## src/rtl/wd_fdc_pkg.sv

```systemverilog
// wd_fdc_pkg
// host side definitions of the WD1793 style controller:
// register map, command codes, command and status bit positions
package wd_fdc_pkg;

	typedef logic [7:0] fdc_byte_t;   // register or data byte
	typedef logic [1:0] reg_addr_t;   // host register select

	localparam reg_addr_t A_CMD_STATUS = 2'd0;   // write: command, read: status
	localparam reg_addr_t A_TRACK      = 2'd1;
	localparam reg_addr_t A_SECTOR     = 2'd2;
	localparam reg_addr_t A_DATA       = 2'd3;

	// ==================================================================
	// command codes, top nibble of the command byte
	localparam logic [3:0] CMD_RESTORE   = 4'h0;
	localparam logic [3:0] CMD_SEEK      = 4'h1;
	localparam logic [3:0] CMD_STEP      = 4'h2;   // 2..3
	localparam logic [3:0] CMD_STEP_IN   = 4'h4;   // 4..5
	localparam logic [3:0] CMD_STEP_OUT  = 4'h6;   // 6..7
	localparam logic [3:0] CMD_READ      = 4'h8;   // 8..9
	localparam logic [3:0] CMD_WRITE     = 4'hA;   // A..B
	localparam logic [3:0] CMD_FORCE_INT = 4'hD;

	localparam int B_UPDATE = 4;   // steps: update track register
	localparam int B_MULTI  = 4;   // type II: run to end of track

	// status register bits
	localparam int ST_BUSY     = 0;
	localparam int ST_DRQ      = 1;   // type II mode
	localparam int ST_TRACK0   = 2;   // type I mode
	localparam int ST_SEEKERR  = 4;
	localparam int ST_WRFAULT  = 5;
	localparam int ST_WPROT    = 6;
	localparam int ST_NOTREADY = 7;

endpackage

```

## src/rtl/wd_geom_pkg.sv

```systemverilog
// wd_geom_pkg
// fixed disk geometry in track-side-sector order
// size codes 0..2 give 26x128, 16x256 and 9x512 per track side
package wd_geom_pkg;

	typedef logic [1:0]  size_code_t;   // sector size code
	typedef logic [7:0]  track_t;       // head track number
	typedef logic [31:0] lba_t;         // SD block number
	typedef logic [8:0]  buf_addr_t;    // byte within one block
	typedef logic [9:0]  sec_len_t;     // sector byte count, up to 512

	localparam int unsigned BLOCK_BYTES = 512;

	function automatic sec_len_t sector_bytes(input size_code_t code);
		case (code)
			2'd0:    return 10'd128;
			2'd1:    return 10'd256;
			default: return 10'd512;   // 3 falls back to 512
		endcase
	endfunction

	function automatic logic [7:0] sectors_per_track(input size_code_t code);
		case (code)
			2'd0:    return 8'd26;
			2'd1:    return 8'd16;
			default: return 8'd9;
		endcase
	endfunction

endpackage

```

## src/rtl/wd_cmd_seq.sv

```systemverilog
`timescale 1ns/1ps
// wd_cmd_seq
// command sequencer: head positioning for type I commands, sector
// transfers for type II with SD block fetch and store, force interrupt,
// and the BUSY/DRQ/INTRQ and error flags
module wd_cmd_seq #(
	parameter int SETTLE_CYCLES = 64
) (
	input  logic                   clk_sys,
	input  logic                   reset_spin,
	input  logic                   cmd_strobe,
	input  wd_fdc_pkg::fdc_byte_t  cmd_byte,
	input  logic                   data_rd_done,
	input  logic                   data_wr_done,
	input  wd_fdc_pkg::fdc_byte_t  data_reg,
	input  wd_geom_pkg::track_t    track_reg,
	input  logic                   ready,
	input  logic                   wp,
	input  logic                   sector_ok,
	input  wd_geom_pkg::lba_t      blk_lba,
	input  wd_geom_pkg::buf_addr_t byte_offset,
	input  wd_geom_pkg::sec_len_t  sec_len,
	input  logic                   sd_ack,
	output wd_geom_pkg::track_t    head_track,
	output logic                   track_load,
	output wd_geom_pkg::track_t    track_value,
	output logic                   sector_inc,
	output logic                   cmd_type1,
	output logic                   busy,
	output logic                   drq,
	output logic                   seek_err,
	output logic                   wr_fault,
	output logic                   at_track0,
	output logic                   intrq_set,
	output logic                   sd_rd,
	output logic                   sd_wr,
	output wd_geom_pkg::lba_t      sd_lba,
	output wd_geom_pkg::buf_addr_t host_buf_addr,
	output logic                   host_buf_we
);

	localparam int CNT_W = $clog2(SETTLE_CYCLES + 1);

	typedef enum logic [3:0] {
		st_idle, st_settle, st_search, st_fetch, st_fetch_wait,
		st_xfer, st_store, st_store_wait, st_next, st_end
	} seq_state_t;

	seq_state_t            state;
	logic [3:0]            cmd_nib;
	logic                  accept, cmd_is_write, step_out, byte_done;
	logic                  step_dir;   // last step direction, 1 = out
	logic                  is_write, multi;
	logic                  ack_seen;   // sd_ack seen high in this request
	logic                  map_wait;   // disk map lags its inputs by one cycle
	logic [CNT_W-1:0]      settle_cnt;
	wd_geom_pkg::sec_len_t byte_cnt;   // bytes left in the sector

	assign cmd_nib      = cmd_byte[7:4];
	assign accept       = cmd_strobe && (state == st_idle || cmd_nib == wd_fdc_pkg::CMD_FORCE_INT);
	assign cmd_is_write = cmd_nib[3:1] == wd_fdc_pkg::CMD_WRITE[3:1];
	assign step_out     = cmd_byte[6] ? cmd_byte[5] : step_dir;
	assign byte_done    = is_write ? data_wr_done : data_rd_done;

	assign at_track0   = (head_track == '0);
	assign intrq_set   = (state == st_end);
	assign sector_inc  = (state == st_next) && multi;
	assign host_buf_we = (state == st_xfer) && drq && is_write && data_wr_done;

	always_ff @(posedge clk_sys) begin
		if (reset_spin) begin
			state      <= st_idle;
			busy       <= 1'b0;
			drq        <= 1'b0;
			seek_err   <= 1'b0;
			wr_fault   <= 1'b0;
			cmd_type1  <= 1'b1;
			sd_rd      <= 1'b0;
			sd_wr      <= 1'b0;
			ack_seen   <= 1'b0;
			map_wait   <= 1'b0;
			head_track <= '0;
			step_dir   <= 1'b0;
			track_load <= 1'b0;
			is_write   <= 1'b0;
			multi      <= 1'b0;
		end else begin
			track_load <= 1'b0;
			case (state)
				st_idle: ;
				st_settle: begin
					settle_cnt <= settle_cnt + 1'b1;
					if (settle_cnt == CNT_W'(SETTLE_CYCLES))
						state <= st_end;
				end
				st_search: begin
					if (map_wait) begin
						map_wait <= 1'b0;
					end else if (!ready || !sector_ok) begin
						seek_err <= 1'b1;   // also ends a multi-sector run
						state    <= st_end;
					end else begin
						sd_lba        <= blk_lba;
						host_buf_addr <= byte_offset;
						byte_cnt      <= sec_len;
						state         <= st_fetch;
					end
				end
				st_fetch: begin
					sd_rd <= 1'b1;   // also read before write
					state <= st_fetch_wait;
				end
				st_fetch_wait, st_store_wait: begin
					if (sd_ack) begin
						sd_rd    <= 1'b0;
						sd_wr    <= 1'b0;
						ack_seen <= 1'b1;
					end else if (ack_seen) begin   // ack fell, block done
						ack_seen <= 1'b0;
						state    <= (state == st_fetch_wait) ? st_xfer : st_next;
					end
				end
				st_xfer: begin
					if (!drq) begin
						drq <= 1'b1;   // buf_q follows host_buf_addr by now
					end else if (byte_done) begin
						drq           <= 1'b0;
						byte_cnt      <= byte_cnt - 1'b1;
						host_buf_addr <= host_buf_addr + 1'b1;
						if (byte_cnt == wd_geom_pkg::sec_len_t'(1))
							state <= is_write ? st_store : st_next;
					end
				end
				st_store: begin
					sd_wr <= 1'b1;
					state <= st_store_wait;
				end
				st_next: begin
					if (multi) begin
						map_wait <= 1'b1;
						state    <= st_search;
					end else begin
						state <= st_end;
					end
				end
				st_end: begin
					busy  <= 1'b0;
					drq   <= 1'b0;
					sd_rd <= 1'b0;
					sd_wr <= 1'b0;
					state <= st_idle;
				end
				default: state <= st_idle;
			endcase

			// ==========================================================
			// command start, overrides the state machine above
			if (accept) begin
				case (cmd_nib)
					wd_fdc_pkg::CMD_RESTORE: begin
						head_track  <= '0;
						track_load  <= 1'b1;
						track_value <= '0;
					end
					wd_fdc_pkg::CMD_SEEK: begin
						head_track  <= data_reg;
						track_load  <= 1'b1;
						track_value <= data_reg;
					end
					wd_fdc_pkg::CMD_STEP, wd_fdc_pkg::CMD_STEP + 4'd1,
					wd_fdc_pkg::CMD_STEP_IN, wd_fdc_pkg::CMD_STEP_IN + 4'd1,
					wd_fdc_pkg::CMD_STEP_OUT, wd_fdc_pkg::CMD_STEP_OUT + 4'd1: begin
						if (cmd_byte[6])
							step_dir <= cmd_byte[5];   // remembered for plain step
						head_track  <= step_out ? head_track - 1'b1 : head_track + 1'b1;
						track_load  <= cmd_byte[wd_fdc_pkg::B_UPDATE];
						track_value <= step_out ? track_reg - 1'b1 : track_reg + 1'b1;
					end
					wd_fdc_pkg::CMD_READ, wd_fdc_pkg::CMD_READ + 4'd1,
					wd_fdc_pkg::CMD_WRITE, wd_fdc_pkg::CMD_WRITE + 4'd1: begin
						busy      <= 1'b1;
						cmd_type1 <= 1'b0;
						seek_err  <= 1'b0;
						wr_fault  <= 1'b0;
						is_write  <= cmd_is_write;
						multi     <= cmd_byte[wd_fdc_pkg::B_MULTI];
						if (cmd_is_write && wp) begin
							wr_fault <= 1'b1;
							state    <= st_end;
						end else begin
							map_wait <= 1'b1;
							state    <= st_search;
						end
					end
					wd_fdc_pkg::CMD_FORCE_INT: begin
						drq       <= 1'b0;
						sd_rd     <= 1'b0;
						sd_wr     <= 1'b0;
						ack_seen  <= 1'b0;
						cmd_type1 <= 1'b1;
						seek_err  <= 1'b0;
						wr_fault  <= 1'b0;
						state     <= st_end;
					end
					default: ;   // read address, read track, write track
				endcase
				if (!cmd_byte[7]) begin   // all type I share the settle time
					busy       <= 1'b1;
					cmd_type1  <= 1'b1;
					seek_err   <= 1'b0;
					wr_fault   <= 1'b0;
					settle_cnt <= '0;
					state      <= st_settle;
				end
			end
		end
	end

endmodule

```

## config.mk

```make
export PLATFORM = sky130hd
export DESIGN_NAME = wd_cmd_seq
export DESIGN_NICKNAME = d
export VERILOG_FILES = /design/src/rtl/wd_fdc_pkg.sv /design/src/rtl/wd_geom_pkg.sv /design/src/rtl/wd_cmd_seq.sv
export SDC_FILE = /design/constraint.sdc
export NUM_CORES = 1
export LEC_CHECK = 0
export ABC_AREA = 1
export BUFFER_PORTS_ARGS = -buffer_cell sky130_fd_sc_hd__clkbuf_2
export CAP_MARGIN = 10
export CORE_UTILIZATION = 45
export CTS_CLUSTER_SIZE = 12
export DETAILED_ROUTE_END_ITERATION = 8
export PLACE_DENSITY = 0.72
export SYNTH_ARGS = -nofsm -noshare
export SYNTH_HDL_FRONTEND = slang
export SYNTH_SLANG_ARGS = --single-unit
```

## constraint.sdc

```tcl
create_clock -name clk_sys -period 7.37 [get_ports clk_sys]
set_input_delay 0.737 -clock clk_sys [delete_from_list [all_inputs] [get_ports clk_sys]]
set_output_delay 0.737 -clock clk_sys [all_outputs]
set_load 0.1 [all_outputs]
```

==> impl.org, run 1 <==
** Clock network
- # H-tree levels :: 3
- The tree is rooted in a sky130_fd_sc_hd__clkbuf_8.
- Worst-case clock buffer depth :: 2
- CTS saw just over 90 sinks.
- Post-CTS repair changed the size of 0 cells.
- Clock tree from TritonCTS :: built
- The later pin in the worst-skew pair is clocked with a latency of approximately 0.37 ns.
- Clock-pin slew was measured on the worst setup and hold paths at 0.10 ns.
- In this run, CTS created clock tree buffers numbering 9.
- After clock tree synthesis, the setup repair step added 0 buffers.
- Buffers inserted to repair hold after CTS numbered 0.

** Worst hold path
- Cell count of the worst hold path :: 2
- The min-delay analysis places its worst path in the category flop to flop.

** Placed design
- Port buffering added around 150 buffers.
- The congestion estimate from routability-driven global placement came to ~0.88.
- DP Wirelength :: between 8000 and 9000 um
- Setup WS pre-CTS :: between 4 and 5 ns

** Die
- Core area :: between 10000 and 15000 sq um
- For this configuration, the core starts out at a cell density of 0.463.
- The floorplan has 37 rows.
- X dimension of the die :: ~110 um
- roughly 150 I/O pins were placed.
- Height of the chip :: 105 um
- Die Outline Area :: around 11000 sq um

** Setup path
- CP Cell Sequence :: inv_1 > nand2_1 > nor2_4 > nand2_1 > nor2_1 > clkbuf_2
- Worst Path Arrival :: 1.99 ns
- Levels on crit path :: 6
- WP buf/inv :: 2
- Category of the critical setup timing path :: flop to primary output
- Top cell family by delay on the critical path :: simple AND/OR/NAND/NOR gates
- The largest single stage delay on the critical path is between 0.4 and 0.5 ns.
- Kind of end point of the critical path :: primary output
- At the worst endpoint, the required time is roughly 6.6 ns.
- Startpoint type of the worst setup path :: flop
- Counting cells, the worst reg-to-reg path comes to 5.
- Of all nets on the critical path, the largest fanout is 10.
- The slowest stage of the critical path is the sky130_fd_sc_hd__clkbuf_2 cell.
- By instance count, the cell type seen most on the critical path is sky130_fd_sc_hd__nand2_1.
- Register-to-register path setup slack :: between 4 and 5 ns

** Timing
- The number of slew-limit violations in the final report is 0.
- Setup repair after global routing left no endpoint under its margin.
- Post-route minimum period :: between 2 and 3 ns
- After routing, the total negative slack on setup checks comes to 0 ns.
- Number of setup violations in the final report :: 0
- For the pin with the worst max-slew slack, the measured transition is 1.07 ns.
- In the finished design, the share of the clock period the worst path needs comes to 0.371.
- Final-report hold violation count :: 0
- Static timing analysis puts the maximum clock frequency at 366 MHz.
- After layout, the worst setup slack is approximately 4.6 ns.
- Setup clock skew after layout :: between 0.01 and 0.015 ns
- In this run the tightest slew margin relative to its limit is 0.285.

** Synth
- Sorting the synthesized cells by how often they occur yields 129 x sky130_fd_sc_hd__nand2_1, 66 x sky130_fd_sc_hd__edfxtp_1, 57 x sky130_fd_sc_hd__nor2_1, 52 x sky130_fd_sc_hd__inv_1, 40 x sky130_fd_sc_hd__o21ai_0.
- Total of warnings raised by yosys :: 0
- Post-synthesis area per instance :: ~9 sq um
- Main flop type after synthesis :: sky130_fd_sc_hd__edfxtp_1
- The share of synthesized area in the top cell type comes to 0.414.
- Among all cell types in the netlist, the one instantiated most often is sky130_fd_sc_hd__nand2_1.
- The cell area that synthesis handed to floorplanning was ~4800 sq um.
- Counting every instance in the synthesized netlist gives roughly 540.
- Proportion of register bits with asynchronous set or reset after synthesis :: 0
- The synthesized design contains 66 enable-type register cells.
- In this run, synthesis produced a sequential element count of ~90.
- Counting every net in the synthesized netlist gives about 650.
- sky130_fd_sc_hd__edfxtp_1 takes more of the synthesized area than any other cell.
- Ranking of synthesized cells by area :: sky130_fd_sc_hd__edfxtp_1 41%, sky130_fd_sc_hd__dfxtp_1 10%, sky130_fd_sc_hd__nand2_1 10%, sky130_fd_sc_hd__nor2_1 4.5%, sky130_fd_sc_hd__ha_1 4.4%
- Of the synthesized area, sequential elements account for 0.519.
- Count of distinct cell types in the synthesized netlist :: 41

** Power and ir drop
- Combinational Power Share :: 0.214
- Clk network pwr share :: 0.290
- Sequential group share of total power :: 0.496
- The internal power of the cells totals between 0.7 and 0.8 mW.
- Maximum ir drop on the vdd rail :: 0.122 mV
- Leakage power of the design :: 2.72 nW
- Net Sw Frac :: 0.341
- For this design the total switching power over the nets is approximately 0.40 mW.
- Dividing total power by cell area gives a power density of around 200 nW/um^2.

** Final layout
- Ant diodes :: 0
- The layout has around 920 filler cells.
- In the final layout, the share of cells above drive strength 1 is 0.261.
- At the end of the flow, the number of nets in the layout was 799.
- Area growth from synthesis to layout :: 22.7%
- Measured on the finished design, the core utilization comes to 0.568.
- In the final layout, the multi-input gates occupy roughly 2000 sq um.
- Across the whole layout, storage elements account for roughly 2500 sq um.

** GRT
- Antenna violations before repair :: 0
- For this run, the total global-route usage over all layers was measured as 0.210.
- Maximum number of pins on one net before global-route repair :: 36
- Via count of the first global-routing pass :: between 4000 and 5000
- For this run the aggregate overflow at the end of global routing stands at 0.
- First-pass GRT wire length :: approximately 19000 um

** Job
- The tool flagged a number of max-cap violations equal to 0.

** Routing
- DRT Pass-1 Iters :: 7
- The final route contains around 4400 vias.
- Detailed-route DRC error count :: 0
- Average vias per placed instance :: 5.23
- Detailed-route wire length per cell :: ~14 um
- The detail route stage leaves a number of antenna-violating nets equal to 0.
- After detailed routing, the total wire length is approximately 12000 um.
- Number of DRC markers after the initial detailed-route iteration :: 333

** Status
- Run status :: completed
placed cells by master (no fill, tap or decap), types with 3 or more instances in the layout:
cell type,instances
sky130_fd_sc_hd__a21oi_1,38
sky130_fd_sc_hd__a21oi_2,3
sky130_fd_sc_hd__clkbuf_2,148
sky130_fd_sc_hd__clkbuf_8,9
sky130_fd_sc_hd__clkinv_4,3
sky130_fd_sc_hd__dfxtp_1,25
sky130_fd_sc_hd__edfxtp_1,66
sky130_fd_sc_hd__ha_1,17
sky130_fd_sc_hd__inv_1,52
sky130_fd_sc_hd__nand2_1,129
sky130_fd_sc_hd__nand3_1,33
sky130_fd_sc_hd__nand4_1,15
sky130_fd_sc_hd__nor2_1,57
sky130_fd_sc_hd__nor2_2,3
sky130_fd_sc_hd__nor3_1,8
sky130_fd_sc_hd__o21ai_0,40
sky130_fd_sc_hd__xnor2_1,6
sky130_fd_sc_hd__xor2_1,11
final cells by class:
| cell class | count | area share |
|---|---|---|
| Sequential cell | 91 | 0.423 |
| Timing Repair Buffer | 149 | 0.128 |
| Clock buffer | 9 | 0.0211 |
| Tap cell | 136 | 0.0290 |
| Inverter | 57 | 0.0367 |
| Multi-Input combinational cell | 388 | 0.349 |
| Clock inverter | 7 | 0.0139 |
cells by family (layout without fill, tap and decap cells):
| logic type | count (synthesis) | after routing | share of synthesized area |
|---|---|---|---|
| XOR/XNOR | 17 | 17 | 0.0311 |
| flip-flops | 91 | 91 | 0.519 |
| AO/OA/AOI/OAI | 97 | 97 | 0.113 |
| adder cells (fa/ha/maj) | 19 | 19 | 0.0528 |
| buffers and inverters | 64 | 222 | 0.0552 |
| AND/OR/NAND/NOR | 255 | 255 | 0.229 |
power by group through the flow:
stage,registers (mW),logic (mW),clock network (mW)
after floorplan,0.651,0.129,0
after global placement,0.593,0.243,0
after detailed placement,0.593,0.249,0
after CTS,0.582,0.251,0.347
after global routing,0.585,0.274,0.368
final,0.583,0.251,0.340
worst reg2reg max path, stage by stage, from the launching register on:
cell and delay [ns]:
sky130_fd_sc_hd__dfxtp_1 0.37, sky130_fd_sc_hd__inv_1 0.15, sky130_fd_sc_hd__nand2_1 0.12, sky130_fd_sc_hd__nor2_4 0.27, sky130_fd_sc_hd__inv_2 0.29, sky130_fd_sc_hd__a21oi_2 0.92
worst paths after layout:
| path | start | to |
|---|---|---|
| worst max-delay path | state[3] | host_buf_we |
| worst min-delay path | wr_fault | wr_fault |
| worst max register to register | state[3] | host_buf_addr[7] |
| worst min register to register | wr_fault | wr_fault |
through the flow:
stage / cell area (sq um) / total power [mW] / cells / hold slack, ns
floorplan: 4780 / 0.780 / 543 / 0.450
global placement: 5660 / 0.836 / 821 / 0.446
detailed placement: 5660 / 0.843 / 821 / 0.456
CTS: 5870 / 1.18 / 837 / 0.478
global route: 5870 / 1.23 / 837 / 0.499
finish: 5870 / 1.17 / 837 / 0.475
sequential cells by signal (all words and copies together), names as in the netlist, 4 cells and up:
register and cells:
head_track 8, track_value 8, settle_cnt 7, byte_cnt 10, state 4, sd_lba 32
host_buf_addr 9
metal layers:
metal / routed length [um] / up-vias / track usage
met5: 0 / - / 0
met4: 172 / 0 / 0.0664
met3: 846 / 17 / 0.0536
met2: 5520 / 177 / 0.368
met1: 4970 / 2024 / 0.253
li1: - / 2163 / -
No activity file was read; power rests on OpenSTA's default activity.
==> run 2: changes to the inputs <==
- clock period: 7.37 -> 2.68 ns (I/O delays scaled with it)
==> run 2 against run 1 <==
Effect of this change: combinational power grew to 2.7 times the previous value; routed wire length fell by 0.55%; global-route usage rose by 0.25 points.
==> impl.org, run 2 (same netlist as run 1, synthesis figures left out) <==
** Placed design
- Quantity of I/O buffers inserted on ports :: 148 (unchanged)
- The routability congestion estimate came to 0.920 (+4.6%).
- The detailed-placement wirelength estimate came to 8800 um (+1.5%).
- The pre-CTS worst setup slack came to 0.271 ns (-4.17 ns).

** Power and ir drop
- The sequential share of power came to 0.496 (about the same).
- The net switching power of the design is 1.10 mW (+180%).
- Net Sw Frac :: 0.342 (about the same)
- The portion of total power attributed to combinational logic came to 0.214 (about the same).
- The total power density per cell area was 548 nW/um^2 (+170%).
- Maximum ir drop on the vdd rail :: 0.435 mV (+260%)
- Internal power component :: 2.13 mW (+180%)
- Leakage power of the design :: 2.74 nW (+0.53%)
- The clock network fraction of design power is 0.291 (about the same).

** Timing
- Period Utilization, post-route :: 0.870
- Max Slew Vio Count :: 0 (unchanged)
- Setup clock skew after layout :: 0.0166 ns (+0.00410 ns)
- Unrepaired setup endpoints after global routing :: no
- The count of endpoints failing hold in the final timing report is 0 (unchanged).
- The worst-margin pin slew was 0.588 ns (-0.484 ns).
- For the finished layout, the period the worst path requires is 2.33 ns.
- The total of endpoints with negative setup slack in the final report is 0 (unchanged).
- Maximum clock frequency :: around 430 MHz
- The summed negative setup slack over all endpoints is 0 ns (unchanged).
- The setup slack after layout was 0.349 ns (-4.29 ns).
- Max-slew headroom at the worst pin :: 0.608 (+0.322)

** Routing
- The number of DRC violations after detailed-routing iteration 0 is 245 (-26%).
- Final routed wirelength across all metal layers :: 11400 um (-0.55%)
- The total number of vias is 4367 (-0.32%).
- Detailed-route wire length per cell :: 13.6 um (-0.90%)
- Detailed-route DRC error count :: 0 (unchanged)
- The detailed-routing iteration count for the pre-antenna-repair pass came to 5 (-2).
- The number of vias per cell after detailed routing is 5.20 (-0.68%).
- The count of nets left with antenna violations after detail routing came to 0 (unchanged).

** Die
- Height of the chip :: 105 um (unchanged)
- The die extent in x was 105 um (unchanged).
- The starting density of the core is 0.463 (unchanged).
- Die Outline Area :: 11000 sq um (unchanged)
- The count of pins on the block boundary came to 153 (unchanged).
- The number of standard-cell rows in the floorplan came to 37 (unchanged).
- Core area :: 10300 sq um (unchanged)

** Status
- Run status :: completed

** Final layout
- Ant diodes :: 0 (unchanged)
- Most frequent cells in the layout :: 148 x sky130_fd_sc_hd__clkbuf_2, 129 x sky130_fd_sc_hd__nand2_1, 66 x sky130_fd_sc_hd__edfxtp_1
- Number of nets in the final layout :: 802 (+0.38%)
- The library cell used most frequently in the layout, excluding fill and tap cells, is sky130_fd_sc_hd__clkbuf_2.
- Fraction of final layout cells with drive strength greater than 1 :: 0.267 (+0.00599)
- Area growth from synthesis to layout :: 23.4%
- The largest registers in the layout are sd_lba (32), byte_cnt (10), host_buf_addr (9).
- Register bank with the most flops :: sd_lba
- The flip-flop count of the largest register after layout is 32 (unchanged).

** Clock network
- Clock tree synthesis selected as its root buffer the cell sky130_fd_sc_hd__clkbuf_8.
- Post CTS Setup Buffer Count :: 0 (unchanged)
- Post-cts sizing count :: 0 (unchanged)
- # H-tree levels :: 3 (unchanged)
- Worst-case clock buffer depth :: 2 (unchanged)
- CTS buffer count :: 9 (unchanged)
- Worst skew pair latency :: 0.38 ns (about the same)
- Clock tree from TritonCTS :: built
- The sink count of the clock tree came to 91 (unchanged).
- Clock input transition at the sequential cells of the worst setup and hold paths :: 0.11 ns (about the same)
- The number of buffers inserted for hold repair after clock tree synthesis is 0 (unchanged).

** Setup path
- The biggest fanout along the worst timing path was 10 (unchanged).
- Register-to-register path setup slack :: 0.47 ns (-4.40 ns)
- The endpoint identified for the worst register-to-register timing path is track_value[7].
- In this run the worst setup path terminates at host_buf_we.
- Startpoint of the worst-slack reg-to-reg timing path :: step_dir
- CP Data Required Time :: 2.41 ns (-4.22 ns)
- The most critical setup path has its startpoint at state[3].
- STA classifies the critical path endpoint as a primary output.
- The signal arrival time at the worst endpoint was 2.06 ns (+0.07 ns).
- Startpoint type of the worst setup path :: flop
- Number of cells on the worst reg-to-reg path :: 11 (+6)
- Category of the critical setup timing path :: flop to primary output

** GRT
- The global-route usage over all layers was 0.213 (+0.00252).
- Antenna violations before repair :: 0 (unchanged)
- The first-pass GRT wire length was 18600 um (+0.22%).
- The aggregate global routing overflow was 0 (unchanged).
- The maximum number of pins on one net before global-route repair is 36 (unchanged).
- Via count of the first global-routing pass :: 4019 (-1.9%)

** Job
- The number of violations of the max-capacitance limit is 0 (unchanged).

** Worst hold path
- Tightest Hold Check Type :: input pin to flop
- In this run the most critical hold path is launched from blk_lba[30].
run 2: layer usage:
| metal | GRT usage | share of wire | vias up |
|---|---|---|---|
| met2 | 0.345 | 0.47 | 175 |
| met1 | 0.272 | 0.43 | 2004 |
| met5 | 0 | 0 | - |
| met3 | 0.0618 | 0.076 | 18 |
| li1 | - | - | 2170 |
| met4 | 0.0714 | 0.018 | 0 |
run 2: power groups by stage:
stage / logic (mW) / registers (mW) / clock network, mW
after floorplan: 0.357 / 1.79 / 0
after global placement: 0.670 / 1.63 / 0
after detailed placement: 0.685 / 1.63 / 0
after CTS: 0.690 / 1.60 / 0.964
after global routing: 0.760 / 1.61 / 1.02
final: 0.690 / 1.60 / 0.939
run 2: worst min path at each step:
stage	to	slack (ns)	cells after the start
after floorplan	head_track[1]	0.33	1
after global routing	sd_lba[30]	0.03	1
after detailed placement	sd_lba[25]	0.45	1
final	sd_lba[30]	0.06	1
after global placement	sd_lba[12]	0.44	1
after CTS	sd_lba[25]	0.05	1
run 2: layout make-up:
cell class              instances  area [sq um]
clock buffers                   9           124
clock inverters                 7          81.3
fillers                       896          4420
inverters                      57           215
multi-input cells             388          2060
flip-flops and latches         91          2480
well taps                     136           170
repair buffers                152           771
run 2: through the flow:
| step | util | power (mW) | hold WS, ns | instances | instance area, sq um |
|---|---|---|---|---|---|
| after floorplan | - | 2.15 | 0.330 | 543 | 4800 |
| after global placement | 0.552 | 2.30 | 0.445 | 824 | 5700 |
| after detailed placement | 0.552 | 2.32 | 0.447 | 824 | 5700 |
| after CTS | 0.572 | 3.26 | 0.0478 | 840 | 5900 |
| after global routing | 0.572 | 3.39 | 0.0283 | 840 | 5900 |
| final | 0.572 | 3.23 | 0.0565 | 840 | 5900 |
run 2: critical path: stages (launching register included):
cell	delay [ns]
sky130_fd_sc_hd__dfxtp_1	0.37
sky130_fd_sc_hd__inv_1	0.16
sky130_fd_sc_hd__nand2_1	0.12
sky130_fd_sc_hd__nor2_4	0.27
sky130_fd_sc_hd__nand2_1	0.16
sky130_fd_sc_hd__nor2_2	0.13
sky130_fd_sc_hd__clkbuf_2	0.47
==> run 3: changes to the inputs <==
- ABC_AREA: 1 -> default
==> run 3 against run 2 <==
Effect of this change: global-route usage shrank 1.3 points; count of clock-buffer cells in the layout rose by 4; critical endpoint unchanged; sequential power hardly changed; clock power fell by 16%; final area shrank 1.9%; via count down 10%; critical path depth shrank 1; utilization rose by 0.99 points; non-clock buffer count grew 7; hold slack improved by 0.024 ns; routed wire length down 8.0%; register-to-register slack got worse by 0.05 ns; critical path type unchanged.
==> impl.org, run 3 <==
** Status
- The flow ran to the end, and the final reports show no timing, DRC or antenna violations.

** Die
- Standard-cell rows :: 36 (-2.7%)
- Die Outline Area :: 10800 sq um (-1.9%)
- The count of pins on the block boundary came to 153 (unchanged).
- The starting density of the core came to 0.471 (+0.00775).
- The floorplan core area is 9950 sq um (-3.6%).
- Height of the chip :: 104 um (-0.97%)
- The die extent in x came to 104 um (-0.97%).

** Synth
- sky130_fd_sc_hd__edfxtp_1 is the most common cell in the netlist.
- The average cell area after synthesis came to 10.3 sq um (+17%).
- Area fraction of the dominant cell type after synthesis :: 0.423 (+0.00829)
- The number of unique standard cell types used by synthesis is 55 (+34%).
- The number of nets produced by synthesis is 559 (-13%).
- Main flop type after synthesis :: sky130_fd_sc_hd__edfxtp_1
- The portion of the post-synthesis area used by sequential elements is 0.529 (+0.0104).
- Syn Inst Count :: 456 (-16%)
- Sorting the synthesized cells by how often they occur yields 66 x sky130_fd_sc_hd__edfxtp_1, 48 x sky130_fd_sc_hd__nand2_1, 45 x sky130_fd_sc_hd__nor2_1, 42 x sky130_fd_sc_hd__o21ai_0, 26 x sky130_fd_sc_hd__a21oi_1.
- Cell taking the most area after synthesis :: sky130_fd_sc_hd__edfxtp_1
- The number of flip-flops and latches in the synthesized netlist came to 91 (unchanged).
- The number of enable flip-flop cells after synthesis is 66 (unchanged).
- Ranking of synthesized cells by area :: sky130_fd_sc_hd__edfxtp_1 42%, sky130_fd_sc_hd__dfxtp_1 11%, sky130_fd_sc_hd__ha_1 4.5%, sky130_fd_sc_hd__o21ai_0 4.5%, sky130_fd_sc_hd__nand2_1 3.8%
- The netlist area before placement is 4690 sq um (-2.0%).
- Proportion of register bits with asynchronous set or reset after synthesis :: 0 (unchanged)
- The number of warning messages in the yosys log was 0 (unchanged).

** Timing
- The summed negative setup slack over all endpoints was 0 ns (unchanged).
- Number of setup violations in the final report :: 0 (unchanged)
- Max Slew Vio Count :: 0 (unchanged)
- Period Utilization, post-route :: 0.898 (+0.0278)
- Unrepaired setup endpoints after global routing :: no
- Setup clock skew after layout :: 0.0108 ns (-0.00578 ns)
- Post-route minimum period :: 2.41 ns (+0.0746 ns)
- The worst-margin pin slew was 0.617 ns (+0.0293 ns).
- Maximum clock frequency :: 416 MHz (-3.1%)
- The worst slew slack as a fraction of its limit came to 0.587 (-0.0206).
- The count of endpoints failing hold in the final timing report was 0 (unchanged).

** GRT
- Global-route track usage on met2 :: 0.330 (-0.0153)
- Met3 track utilization from global routing :: 0.0407 (-0.0210)
- The met1 global-route usage came to 0.264 (-0.00846).
- The number of antenna violations at the first check in global routing is 0 (unchanged).
- Maximum number of pins on one net before global-route repair :: 39 (+8.3%)
- Grt total ovfl :: 0 (unchanged)
- First-pass GRT wire length :: 17600 um (-5.4%)
- Busiest layer in global routing :: met2
- Via count of the first global-routing pass :: 3692 (-8.1%)
- The global-route usage over all layers is 0.200 (-0.0126).

** Routing
- Number of DRC markers after the initial detailed-route iteration :: 186 (-24%)
- The count of nets left with antenna violations after detail routing was 0 (unchanged).
- DR vias :: 3916 (-10%)
- The detailed-routing iteration count for the pre-antenna-repair pass came to 4 (-1).
- Detailed-route wire length per cell :: 14.1 um (+3.6%)
- The count of unresolved DRC violations after routing is 0 (unchanged).
- The total wire length after detailed routing is 10500 um (-8.0%).
- The number of vias per cell after detailed routing was 5.25 (+0.97%).

** Setup path
- The peak per-stage delay on the critical path is 0.63 ns (+0.16 ns).
- Startpoint of the worst-slack reg-to-reg timing path :: step_dir
- Broken down by cell family, the worst path's largest delay share belongs to simple AND/OR/NAND/NOR gates.
- The worst setup path is launched from a flop.
- The sum of buffers and inverters on the critical path came to 1 (-1).
- CP Data Required Time :: 2.41 ns (about the same)
- The signal arrival time at the worst endpoint is 2.14 ns (+0.08 ns).
- Kind of end point of the critical path :: primary output
- Walking the worst path, the cells encountered are and2b_1 > and2_1 > nand3_1 > nor2_2 > buf_4.
- The biggest fanout along the worst timing path was 16 (+6).
- Cell at the slowest stage of the critical path :: sky130_fd_sc_hd__dfxtp_1
- The critical path starts at state[0].
- Category of the critical setup timing path :: flop to primary output

** Final layout
- Area growth from synthesis to layout :: 23.5% (about the same)
- Number of nets in the final layout :: 711 (-11%)
- Most frequent cells in the layout :: 147 x sky130_fd_sc_hd__clkbuf_2, 66 x sky130_fd_sc_hd__edfxtp_1, 48 x sky130_fd_sc_hd__nand2_1
- Final std cells w/o fill :: 746 (-11%)
- Register bank with the most flops :: sd_lba
- Fraction of final layout cells with drive strength greater than 1 :: 0.302 (+0.0347)
- FF+latch area :: 2480 sq um (unchanged)
- The largest registers in the layout are sd_lba (32), byte_cnt (10), host_buf_addr (9).
- Total of fill cells in the finished design :: 863 (-3.7%)
- Ant diodes :: 0 (unchanged)
- Flip-flop count of the largest register, all copies and words added :: 32 (unchanged)
- Most common cell after layout, fill and taps aside :: sky130_fd_sc_hd__clkbuf_2
- Area taken by multi-input logic gates :: 2090 sq um (+1.7%)

** Clock network
- The insertion delay to the later sink of the worst-skew pair was 0.36 ns (-0.02 ns).
- # H-tree levels :: 3 (unchanged)
- CTS buffer count :: 9 (unchanged)
- Clock tree from TritonCTS :: built
- Worst-case clock buffer depth :: 2 (unchanged)
- The number of buffers inserted for hold repair after clock tree synthesis is 0 (unchanged).
- Clock Tree Root :: sky130_fd_sc_hd__clkbuf_8
- Number of sinks handled by clock tree synthesis :: 91 (unchanged)
- Clock input transition at the sequential cells of the worst setup and hold paths :: 0.08 ns (-0.03 ns)
- Post-cts sizing count :: 0 (unchanged)
- The number of setup buffers added after CTS came to 0 (unchanged).

** Placed design
- DP Wirelength :: 8000 um (-9.2%)
- The number of cells in the design after placement was 730 (-11%).
- Quantity of I/O buffers inserted on ports :: 148 (unchanged)
- Routability congestion estimate :: 0.872 (-5.2%)

** Job
- Total of max-cap violations :: 0 (unchanged)

** Power and ir drop
- Maximum ir drop on the vdd rail :: 0.340 mV (-22%)
- The total power density per cell area is 520 nW/um^2 (-4.9%).
- Leakage power of the design :: 2.43 nW (-11%)

** Worst hold path
- The tightest min-delay check is of the input pin to flop type.
- Launch instance of the worst min-delay path :: blk_lba[0]
[run 3: cell count changes after synthesis, moves of 6 or more]
cell                       delta
sky130_fd_sc_hd__a21oi_1     -13
sky130_fd_sc_hd__a31oi_1      +6
sky130_fd_sc_hd__clkbuf_1    +11
sky130_fd_sc_hd__inv_1       -34
sky130_fd_sc_hd__mux2i_1      +7
sky130_fd_sc_hd__nand2_1     -81
sky130_fd_sc_hd__nand2b_1     +8
sky130_fd_sc_hd__nand3_1     -16
sky130_fd_sc_hd__nand4_1     -12
sky130_fd_sc_hd__nor2_1      -12
sky130_fd_sc_hd__xnor2_1     +12
[run 3: final cells by class]
cell class                      count  area share
Sequential cell                    91       0.429
Multi-Input combinational cell    329       0.362
Timing Repair Buffer              159       0.143
Tap cell                          133      0.0287
Clock buffer                       13      0.0240
Inverter                           18      0.0117
Clock inverter                      3     0.00259
[run 3: path summary, 6_finish.rpt]
path                                       to  slack, ns  cells past startpoint
worst max register to register  head_track[6]       0.42                      9
worst min register to register       seek_err       0.45                      2
worst min-delay path                sd_lba[0]       0.08                      1
worst max-delay path              host_buf_we       0.27                      5
[run 3: logic make-up after synthesis]
family,share of synthesized area
and+or+nand+nor,0.182
AOI/OAI and AO/OA,0.130
DFF,0.529
buffers and inverters,0.0309
xor gates and xnor gates,0.0560
adders and majority gates,0.0539
muxes,0.0173
[run 3: stage by stage]
stage	hold WS, ns	power [mW]	cell area (sq um)	utilization	worst slack, ns
6_report	0.0803	3.01	5790	0.582	0.274
5_1_grt	0.0539	3.16	5790	0.582	0.0729
4_1_cts	0.0630	3.04	5790	0.582	0.241
3_5_place_dp	0.446	2.26	5640	0.566	0.187
3_3_place_gp	0.445	2.24	5640	0.566	0.273
2_1_floorplan	0.337	2.09	4720	-	0.193
[run 3: routing by layer]
layer  vias up  share of wire
met3        15          0.055
li1       1971              -
met2       136           0.47
met5         -              0
met4         0          0.015
met1      1794           0.46
[run 3: worst register-to-register path: cells and delay by family (launching register included)]
kind	cells	cell delay, ns
adders and majority gates	1	0.34
AOI/OAI and AO/OA	4	0.68
DFF	1	0.31
buffers and inverters	2	0.45
muxes	2	0.40
[run 3: report_power, final]
part           total (mW)  internal, mW  switching (mW)
Clock               0.788         0.334           0.453
Combinational       0.624         0.207           0.416
Sequential           1.60          1.56          0.0457
Total                3.01          2.10           0.915
